## config.mk

```make
export PLATFORM = sky130hd
export DESIGN_NAME = mem_path_top
export DESIGN_NICKNAME = d
export VERILOG_FILES = /design/src/common/mem_path_pkg.sv /design/src/design/mem_path_top.sv /design/src/memory/sdram_port_mux.sv /design/src/download/disk_image_detect.sv /design/src/download/download_writer.sv /design/src/design/reset_stretcher.sv /design/src/design/bus_slot_sequencer.sv
export SDC_FILE = /design/constraint.sdc
export NUM_CORES = 1
export LEC_CHECK = 0
export ABC_AREA = 0
export BUFFER_PORTS_ARGS = -buffer_cell sky130_fd_sc_hd__buf_2
export CAP_MARGIN = 20
export CELL_PAD_IN_SITES_DETAIL_PLACEMENT = 1
export CELL_PAD_IN_SITES_GLOBAL_PLACEMENT = 1
export CORE_MARGIN = 10
export CORE_UTILIZATION = 35
export DETAILED_ROUTE_END_ITERATION = 6
export PLACE_DENSITY_LB_ADDON = 0.1
export SETUP_SLACK_MARGIN = 0.2
export SYNTH_ARGS = -nofsm -noshare
export SYNTH_HDL_FRONTEND = slang
export SYNTH_SLANG_ARGS = --single-unit
export TNS_END_PERCENT = 50
```

## constraint.sdc

```tcl
create_clock -name clk32 -period 1.65 [get_ports clk32]
set_clock_uncertainty 0.05 [all_clocks]
set_input_delay 0.33 -clock clk32 [delete_from_list [all_inputs] [get_ports clk32]]
set_output_delay 0.33 -clock clk32 [all_outputs]
set_load 0.01 [all_outputs]
```

## src/common/mem_path_pkg.sv

```systemverilog
// word addresses count 16-bit words; queue depth and counter widths assume powers of two
package mem_path_pkg;

	// ------------------------------
	// bus cycle timing
	// ------------------------------
	localparam int SLOT_LEN        = 4;                  // clk32 cycles per slot
	localparam int SLOTS_PER_CYCLE = 4;
	localparam int SLOT_CNT_W      = $clog2(SLOT_LEN);

	typedef enum logic [1:0] {
		SLOT_VIDEO = 2'd0,
		SLOT_CPU_A = 2'd1,
		SLOT_IO    = 2'd2,   // loader writes only
		SLOT_CPU_B = 2'd3
	} slot_e;

	// ------------------------------
	// sdram address map
	// ------------------------------
	localparam int WORD_ADDR_W  = 21;   // word address inside the bank
	localparam int SDRAM_ADDR_W = 25;

	// disk images sit right after the os rom
	localparam logic [WORD_ADDR_W-1:0] IMG_OFFSET_DISK0 = 21'h80000;
	localparam logic [WORD_ADDR_W-1:0] IMG_OFFSET_DISK1 = 21'h100000;

	localparam logic [3:0] DL_REGION_BIT  = 4'b0001;   // prefix above dl word address
	localparam int         ROM_REGION_BIT = 21;        // set for rom accesses

	// floppy images, 819200 and 409600 bytes
	localparam int DISK_DS_LAST_WORD = 409599;
	localparam int DISK_SS_LAST_WORD = 204799;

	localparam int RESET_HOLD  = 1024;   // clk32 cycles
	localparam int RESET_CNT_W = $clog2(RESET_HOLD);

	localparam int RD_QUEUE_DEPTH = 4;   // reads in flight
	localparam int RD_PTR_W       = $clog2(RD_QUEUE_DEPTH);

	// image index codes from the loader
	localparam logic [4:0] IDX_ROM   = 5'd0;
	localparam logic [4:0] IDX_DISK0 = 5'd1;
	localparam logic [4:0] IDX_DISK1 = 5'd2;

	// one sdram read word, or its two bytes for disk reads
	typedef union packed {
		logic [15:0]     word;
		logic [1:0][7:0] bytes;   // [1] is the high byte
	} rd_word_u;

endpackage
```

## src/design/mem_path_top.sv

```systemverilog
// chipset requests must be held stable across their cpu slot start; no sdram chip controller here
`timescale 1ns/100ps

module mem_path_top
	import mem_path_pkg::*;
(
	input  logic                    clk32,
	input  logic                    rst_n,
	// loader
	input  logic                    load_active,
	input  logic [4:0]              load_index,
	input  logic [23:0]             load_addr,
	input  logic [7:0]              load_data,
	input  logic                    load_wr,
	output logic                    load_ready,
	// chipset
	input  logic [21:0]             cpu_addr,
	input  logic                    cpu_rom,
	input  logic                    cpu_oe,
	input  logic                    cpu_we,
	input  logic                    cpu_uds,
	input  logic                    cpu_lds,
	input  logic [15:0]             cpu_wdata,
	input  logic                    disk_read,
	output logic                    rd_valid,
	output logic [15:0]             rd_data,
	// sdram request port
	output logic                    mem_req,
	output logic [SDRAM_ADDR_W-1:0] mem_addr,
	output logic                    mem_we,
	output logic [1:0]              mem_be,
	output logic [15:0]             mem_wdata,
	input  logic                    mem_rvalid,
	input  logic [15:0]             mem_rdata,
	// floppy and reset
	input  logic                    reset_req,
	input  logic                    mem_size_sel,
	input  logic [1:0]              disk_eject,
	output logic [1:0]              disk_inserted,
	output logic [1:0]              disk_double_sided,
	output logic                    sys_reset_n
);

	slot_e                  slot;
	logic                   slot_start;
	logic                   dl_pending;
	logic [WORD_ADDR_W-1:0] dl_addr;
	logic                   dl_byte_hi;
	logic [15:0]            dl_data;

	bus_slot_sequencer u_seq (
		.clk32      (clk32),
		.rst_n      (rst_n),
		.slot       (slot),
		.slot_start (slot_start)
	);

	download_writer u_dl_writer (
		.clk32      (clk32),
		.rst_n      (rst_n),
		.load_index (load_index),
		.load_addr  (load_addr),
		.load_data  (load_data),
		.load_wr    (load_wr),
		.slot       (slot),
		.slot_start (slot_start),
		.load_ready (load_ready),
		.dl_pending (dl_pending),
		.dl_addr    (dl_addr),
		.dl_byte_hi (dl_byte_hi),
		.dl_data    (dl_data)
	);

	disk_image_detect u_disk_detect (
		.clk32             (clk32),
		.rst_n             (rst_n),
		.load_active       (load_active),
		.load_index        (load_index),
		.load_addr         (load_addr),
		.disk_eject        (disk_eject),
		.disk_inserted     (disk_inserted),
		.disk_double_sided (disk_double_sided)
	);

	reset_stretcher u_rst_stretch (
		.clk32        (clk32),
		.rst_n        (rst_n),
		.reset_req    (reset_req),
		.load_active  (load_active),
		.load_index   (load_index),
		.mem_size_sel (mem_size_sel),
		.sys_reset_n  (sys_reset_n)
	);

	sdram_port_mux u_port_mux (
		.clk32       (clk32),
		.rst_n       (rst_n),
		.slot        (slot),
		.slot_start  (slot_start),
		.dl_pending  (dl_pending),
		.dl_addr     (dl_addr),
		.dl_byte_hi  (dl_byte_hi),
		.dl_data     (dl_data),
		.load_active (load_active),
		.cpu_addr    (cpu_addr),
		.cpu_rom     (cpu_rom),
		.cpu_oe      (cpu_oe),
		.cpu_we      (cpu_we),
		.cpu_uds     (cpu_uds),
		.cpu_lds     (cpu_lds),
		.cpu_wdata   (cpu_wdata),
		.disk_read   (disk_read),
		.mem_rvalid  (mem_rvalid),
		.mem_rdata   (mem_rdata),
		.mem_req     (mem_req),
		.mem_addr    (mem_addr),
		.mem_we      (mem_we),
		.mem_be      (mem_be),
		.mem_wdata   (mem_wdata),
		.rd_valid    (rd_valid),
		.rd_data     (rd_data)
	);

endmodule

```

## src/memory/sdram_port_mux.sv

```systemverilog
// sdram returns reads in order, at most RD_QUEUE_DEPTH in flight; video slot issues nothing
`timescale 1ns/100ps

module sdram_port_mux
	import mem_path_pkg::*;
(
	input  logic                    clk32,
	input  logic                    rst_n,
	input  slot_e                   slot,
	input  logic                    slot_start,
	input  logic                    dl_pending,
	input  logic [WORD_ADDR_W-1:0]  dl_addr,
	input  logic                    dl_byte_hi,
	input  logic [15:0]             dl_data,
	input  logic                    load_active,
	input  logic [21:0]             cpu_addr,
	input  logic                    cpu_rom,
	input  logic                    cpu_oe,
	input  logic                    cpu_we,
	input  logic                    cpu_uds,
	input  logic                    cpu_lds,
	input  logic [15:0]             cpu_wdata,
	input  logic                    disk_read,
	input  logic                    mem_rvalid,
	input  logic [15:0]             mem_rdata,
	output logic                    mem_req,
	output logic [SDRAM_ADDR_W-1:0] mem_addr,
	output logic                    mem_we,
	output logic [1:0]              mem_be,
	output logic [15:0]             mem_wdata,
	output logic                    rd_valid,
	output logic [15:0]             rd_data
);

	logic                    io_issue;
	logic                    cpu_issue;
	logic                    cpu_rd_issue;
	logic [SDRAM_ADDR_W-1:0] cpu_mem_addr;
	logic [1:0]              rd_flags [RD_QUEUE_DEPTH];   // {disk, odd byte}
	logic [RD_PTR_W-1:0]     wr_ptr;
	logic [RD_PTR_W-1:0]     rd_ptr;
	logic [1:0]              head_flags;
	rd_word_u                raw;
	logic [15:0]             shaped;

	assign io_issue  = slot_start && (slot == SLOT_IO) && dl_pending;
	assign cpu_issue = slot_start && ((slot == SLOT_CPU_A) || (slot == SLOT_CPU_B)) &&
		(cpu_oe || cpu_we);
	assign cpu_rd_issue = cpu_issue && !cpu_we;

	always_comb begin
		cpu_mem_addr                    = '0;
		cpu_mem_addr[WORD_ADDR_W-1:0]   = cpu_addr[21:1];
		cpu_mem_addr[ROM_REGION_BIT]    = cpu_rom;   // rom lives above ram
	end

	// ------------------------------
	// request port
	// ------------------------------
	always_ff @(posedge clk32 or negedge rst_n) begin
		if (!rst_n) begin
			mem_req   <= 1'b0;
			mem_addr  <= '0;
			mem_we    <= 1'b0;
			mem_be    <= '0;
			mem_wdata <= '0;
		end else begin
			mem_req <= io_issue || cpu_issue;   // one cycle pulse
			if (io_issue) begin
				mem_addr  <= {DL_REGION_BIT, dl_addr};
				mem_we    <= 1'b1;
				mem_be    <= {dl_byte_hi, ~dl_byte_hi};
				mem_wdata <= dl_data;
			end else if (cpu_issue) begin
				mem_addr  <= cpu_mem_addr;
				mem_we    <= cpu_we;
				mem_be    <= {cpu_uds, cpu_lds};
				mem_wdata <= cpu_wdata;
			end
		end
	end

	// ------------------------------
	// read flags, in order
	// ------------------------------
	always_ff @(posedge clk32) begin
		if (cpu_rd_issue)
			rd_flags[wr_ptr] <= {disk_read, cpu_addr[0]};
	end

	always_ff @(posedge clk32 or negedge rst_n) begin
		if (!rst_n) begin
			wr_ptr <= '0;
			rd_ptr <= '0;
		end else begin
			if (cpu_rd_issue)
				wr_ptr <= wr_ptr + RD_PTR_W'(1);   // wraps, depth is a power of two
			if (mem_rvalid)
				rd_ptr <= rd_ptr + RD_PTR_W'(1);
		end
	end

	assign head_flags = rd_flags[rd_ptr];
	assign raw.word   = mem_rdata;

	// black screen during download, byte demux for floppy reads
	always_comb begin
		if (load_active)
			shaped = '1;
		else if (head_flags[1])
			shaped = head_flags[0] ? {raw.bytes[0], raw.bytes[0]} : {raw.bytes[1], raw.bytes[1]};
		else
			shaped = raw.word;
	end

	always_ff @(posedge clk32 or negedge rst_n) begin
		if (!rst_n) begin
			rd_valid <= 1'b0;
			rd_data  <= '0;
		end else begin
			rd_valid <= mem_rvalid;
			if (mem_rvalid)
				rd_data <= shaped;
		end
	end

endmodule

```

## src/download/disk_image_detect.sv

```systemverilog
// only exact double or single sided sizes are recognized; any other size leaves the drive empty
`timescale 1ns/100ps

module disk_image_detect
	import mem_path_pkg::*;
(
	input  logic        clk32,
	input  logic        rst_n,
	input  logic        load_active,
	input  logic [4:0]  load_index,
	input  logic [23:0] load_addr,
	input  logic [1:0]  disk_eject,
	output logic [1:0]  disk_inserted,
	output logic [1:0]  disk_double_sided
);

	logic        load_active_d;
	logic        dl_end;
	logic [22:0] last_word;   // byte address of last byte, in words
	logic [1:0]  img_ds;
	logic [1:0]  img_ss;

	assign dl_end    = load_active_d && !load_active;
	assign last_word = load_addr[23:1];

	always_ff @(posedge clk32 or negedge rst_n) begin
		if (!rst_n) begin
			load_active_d <= 1'b0;
			img_ds        <= '0;
			img_ss        <= '0;
		end else begin
			load_active_d <= load_active;
			for (int i = 0; i < 2; i++) begin
				if (disk_eject[i]) begin   // eject wins over a fresh image
					img_ds[i] <= 1'b0;
					img_ss[i] <= 1'b0;
				end else if (dl_end && (load_index == ((i == 0) ? IDX_DISK0 : IDX_DISK1))) begin
					img_ds[i] <= (last_word == 23'(DISK_DS_LAST_WORD));
					img_ss[i] <= (last_word == 23'(DISK_SS_LAST_WORD));
				end
			end
		end
	end

	// known image type in the drive
	assign disk_inserted     = img_ds | img_ss;
	assign disk_double_sided = img_ds;

endmodule

```

## src/download/download_writer.sv

```systemverilog
// loader may pulse load_wr only while load_ready is high; one byte per bus cycle, no queue
`timescale 1ns/100ps

module download_writer
	import mem_path_pkg::*;
(
	input  logic                   clk32,
	input  logic                   rst_n,
	input  logic [4:0]             load_index,
	input  logic [23:0]            load_addr,
	input  logic [7:0]             load_data,
	input  logic                   load_wr,
	input  slot_e                  slot,
	input  logic                   slot_start,
	output logic                   load_ready,
	output logic                   dl_pending,
	output logic [WORD_ADDR_W-1:0] dl_addr,
	output logic                   dl_byte_hi,
	output logic [15:0]            dl_data
);

	logic [WORD_ADDR_W-1:0] img_offset;
	logic [WORD_ADDR_W-1:0] word_addr;
	logic                   io_start;

	// ------------------------------
	// image index to word address
	// ------------------------------
	always_comb begin
		case (load_index)
			IDX_DISK0: img_offset = IMG_OFFSET_DISK0;   // first floppy at 512k words
			IDX_DISK1: img_offset = IMG_OFFSET_DISK1;   // second floppy at 1M words
			default:   img_offset = '0;                 // os rom
		endcase
	end

	// loader counts bytes, sdram counts words
	assign word_addr = load_addr[WORD_ADDR_W:1] + img_offset;

	assign io_start = slot_start && (slot == SLOT_IO);

	// ------------------------------
	// handshake
	// ------------------------------
	always_ff @(posedge clk32 or negedge rst_n) begin
		if (!rst_n) begin
			load_ready <= 1'b1;
			dl_pending <= 1'b0;
		end else begin
			if (load_wr) begin
				load_ready <= 1'b0;   // held until the io slot takes it
				dl_pending <= 1'b1;
			end else if (io_start && dl_pending) begin
				dl_pending <= 1'b0;   // mux issues the write now
				load_ready <= 1'b1;
			end
		end
	end

	// byte latch, same byte on both lanes
	always_ff @(posedge clk32 or negedge rst_n) begin
		if (!rst_n) begin
			dl_addr    <= '0;
			dl_byte_hi <= 1'b0;
			dl_data    <= '0;
		end else if (load_wr) begin
			dl_addr    <= word_addr;
			dl_byte_hi <= ~load_addr[0];   // even byte goes high (big endian)
			dl_data    <= {load_data, load_data};
		end
	end

endmodule

```

## src/design/reset_stretcher.sv

```systemverilog
// mem_size_sel must be synchronous to clk32; any change of it counts as a reset source
`timescale 1ns/100ps

module reset_stretcher
	import mem_path_pkg::*;
(
	input  logic       clk32,
	input  logic       rst_n,
	input  logic       reset_req,
	input  logic       load_active,
	input  logic [4:0] load_index,
	input  logic       mem_size_sel,
	output logic       sys_reset_n
);

	logic                   mem_size_d;
	logic                   rom_download;
	logic                   rst_source;
	logic [RESET_CNT_W-1:0] hold_cnt;

	assign rom_download = load_active && (load_index == IDX_ROM);

	// any of these restarts the hold time
	assign rst_source = reset_req || rom_download || (mem_size_sel != mem_size_d);

	always_ff @(posedge clk32 or negedge rst_n) begin
		if (!rst_n) begin
			mem_size_d <= 1'b0;
			hold_cnt   <= RESET_CNT_W'(RESET_HOLD - 1);
		end else begin
			mem_size_d <= mem_size_sel;
			// reload to HOLD-1 so release lands exactly RESET_HOLD cycles later
			if (rst_source)
				hold_cnt <= RESET_CNT_W'(RESET_HOLD - 1);
			else if (hold_cnt != '0)
				hold_cnt <= hold_cnt - RESET_CNT_W'(1);
		end
	end

	assign sys_reset_n = (hold_cnt == '0) && !rst_source;

endmodule

```

## src/design/bus_slot_sequencer.sv

```systemverilog
// free running from reset release, no stall input; first slot after reset is video
`timescale 1ns/100ps

module bus_slot_sequencer
	import mem_path_pkg::*;
(
	input  logic  clk32,
	input  logic  rst_n,
	output slot_e slot,
	output logic  slot_start
);

	// ------------------------------
	// video | cpu_a | io | cpu_b
	// ------------------------------
	logic [SLOT_CNT_W-1:0] cyc_cnt;    // clk32 cycle inside the slot
	logic [1:0]            slot_cnt;

	always_ff @(posedge clk32 or negedge rst_n) begin
		if (!rst_n) begin
			cyc_cnt  <= '0;
			slot_cnt <= '0;   // video first
		end else begin
			if (cyc_cnt == SLOT_CNT_W'(SLOT_LEN - 1)) begin
				cyc_cnt <= '0;
				if (slot_cnt == 2'(SLOTS_PER_CYCLE - 1))
					slot_cnt <= '0;
				else
					slot_cnt <= slot_cnt + 2'd1;
			end else begin
				cyc_cnt <= cyc_cnt + SLOT_CNT_W'(1);
			end
		end
	end

	assign slot       = slot_e'(slot_cnt);
	assign slot_start = (cyc_cnt == '0);   // first cycle of each slot

endmodule

```

==> flow_summary.ini <==
[status]
status = complete, but fails checks
violations = negative setup slack

[critical_path]
startpoint = u_rst_stretch.hold_cnt[0]
slowest_delay_ns = 0.54
worst-path-buf-inv = 2
cp.required_ns = 1.27
critPathTopFamily = flip-flops
arrival_ns = 1.66
rr_startpoint = u_rst_stretch.hold_cnt[0]
cp-start-kind = flip-flop
worstSetupPathType = flip-flop to output pin
cp_max_fo = 2
worstPathCellList = inv_2, ha_4, nor2b_4, and3_4, and2_4, buf_6
r2r_setup_slack_ns = -0.21
critPathSlowestCell = dfstp_2
crit_path_end_kind = output pin

[sta]
setup_ws_ns = -0.389
setup_tns_ns = -1.26
final_hold_viol_count = 0
slew_viol_final = 0
min_period_ns = 2.04
finalCritPeriodShare_pct = 124
fmax_ghz = 0.490
setup_viol = 32
rsz0062_at_grt = yes
holdWs_ns = 0.0402

[route]
drc = 0
ant_nets = 0
via_count = 4712
routed_wirelength_mm = 18.3
via_per_inst = 4.93
post_drt_wl_per_cell_um = 19.1
first_pass_iters = 5
drt_iter0_markers = 154

[worst_hold_path]
hp-start = load_addr[0]
hold_path.class = primary input to flip-flop

[clock_network]
root_buffer = clkbuf_16
path_clk_slew_ns = 0.06
clock_path_buffers = 2
worstSkewPairLatency_ns = 0.41
cts_tree = built
h-tree-depth = 4
cts_buffers = 17
cts.sinks = 123

[floorplan]
ios = 174
dieArea_um2 = 21000
rows = 45
die_x_um = 145
core_um2 = 15300
die_h_um = 145
initial_core_util_pct = 35.8

[global_route]
grtUsageTotal_pct = 17.4
grt_pass1_vias = 5471
grt_start_max_net_pins = 69
gr-total-overflow = 0
antenna_found_initial = 3
grt_pass1_wl_mm = 29.5

[cells_and_area]
fin_area_um2 = 8350
post-route-util_pct = 54.7
final_cells = 955
fin_nets = 846
nFillCells = 1645
synthToLayoutAreaGrowth_pct = 53.0
drive_gt1_share_pct = 54.2

[place]
dp_slack_ns = -0.102
port_buffers = 170
hpwlAfterDp_mm = 12.7
dpl.cell_count = 891
dpl_cell_area_um2 = 6840
place.gp.congestion = 0.808

[logic_synthesis]
yosys_warnings = 0
yosys-top-cells-area = dfrtp_1 48%, nand2_1 6.4%, mux2_2 6.2%, dfstp_2 5.3%, a31oi_1 4.5%
synth_ff_type = dfrtp_1
yosysUniqueCellTypes = 44
syn_inst = 510
synth_top_area_cell = dfrtp_1
synth_seq_cells = 123
post-synth-top-count-cell = dfrtp_1
synth_top_cell_area_share_pct = 47.7
synth_common_cells = 104 x dfrtp_1, 93 x nand2_1, 56 x nor2_1
synth-edff-count = 8
netlist_area_um2 = 5460
syn_avg_cell_area_um2 = 10.7
synthArstFlopShare_pct = 93.5
yosysSeqAreaShare_pct = 57.4

[pwr]
power_density_nw_per_um2 = 1070
power_mw = 8.93
p_leak_nw = 3.77
max-vdd-ir-drop_v = 0.000722

[job]
drv_cap = 0
-- layout by cell type (no fill, tap or decap), drive strengths merged, types with 3 or more instances in the layout --
cell type  count
and3           3
dfstp         11
ha            11
inv           10
nand2         94
nor4           5
and2           5
clkbuf        27
a21oi         18
xnor2          8
nand2b        11
bufinv         3
edfxtp         8
conb           3
a311oi         3
or2            3
dfrtp        104
nor3           3
o22ai          4
mux2          30
buf          225
nand4b         3
a31oi         39
xor2           4
nand3          6
nor2b          3
mux2i         18
nor2          56
o21ai          3
or3            3
o211ai         3
-- state kept, by name (all words and copies together) (netlist names), 2 cells and up --
name                             flops
u_disk_detect.disk_double_sided      2
u_disk_detect.img_ss                 2
u_dl_writer.dl_addr                 21
u_dl_writer.dl_data                  8
u_port_mux.mem_addr                 22
u_port_mux.mem_be                    2
u_port_mux.mem_wdata                16
u_port_mux.rd_data                  16
u_port_mux.rd_flags                  8
u_port_mux.rd_ptr                    2
u_port_mux.wr_ptr                    2
u_rst_stretch.hold_cnt              10
u_seq.cyc_cnt                        2
u_seq.slot                           2
-- cell type report --
class                      instances  area, um2  area share (%)
antenna                            2       5.00          0.0599
timing repair buffer             227       1590            19.0
inverter                          10       37.5           0.449
tap                              211        264            3.16
sequential                       123       3130            37.5
clock buffer                      27        524            6.28
clock inverter                     5        103            1.23
multi-input combinational        350       2700            32.3
-- final timing paths --
| check | end | depth (start not counted) |
|---|---|---|
| max | sys_reset_n | 6 |
| min | u_dl_writer.dl_byte_hi | 2 |
| max reg2reg | u_rst_stretch.hold_cnt[5] | 9 |
| min reg2reg | u_dl_writer.dl_addr[6] | 1 |
| max in group asynchronous | u_port_mux.mem_addr[15] | 3 |
| min in group asynchronous | u_port_mux.mem_addr[6] | 2 |
-- per-layer routing --
layer  share of wire, %  GRT usage, %
met5              0.038             0
met4                1.2          5.21
met3                6.4          6.64
met2                 49          28.7
met1                 43          20.4
-- where the power goes --
part | leakage, nW | internal (mW) | switching [mW]
sequential | 1.40 | 3.33 | 0.200
clock | 0.303 | 2.63 | 1.30
combinational | 2.07 | 0.739 | 0.730
-- timing repair --
| action | CTS | global route |
|---|---|---|
| buffers inserted | 16 | 7 |
| hold buffers | 2 | 0 |
| endpoints found under the setup margin | 80 | 82 |
| resized for setup | 83 | 47 |
| cloned | 5 | 0 |
| pin swaps | 91 | 50 |
| endpoints found under the hold margin | 38 | 0 |
-- logic make-up after synthesis --
family                   count (synthesis)  share of synthesized area, %
AO/OA/AOI/OAI                           76                          8.75
XOR/XNOR                                12                          1.92
adder cells (fa/ha/maj)                 11                          2.52
buffers and inverters                   39                          3.12
flip-flops                             123                          57.4
multiplexers                            50                          10.3
other                                    1                        0.0687
AND/OR/NAND/NOR                        198                          15.9
(Power assumes the default switching activity.)
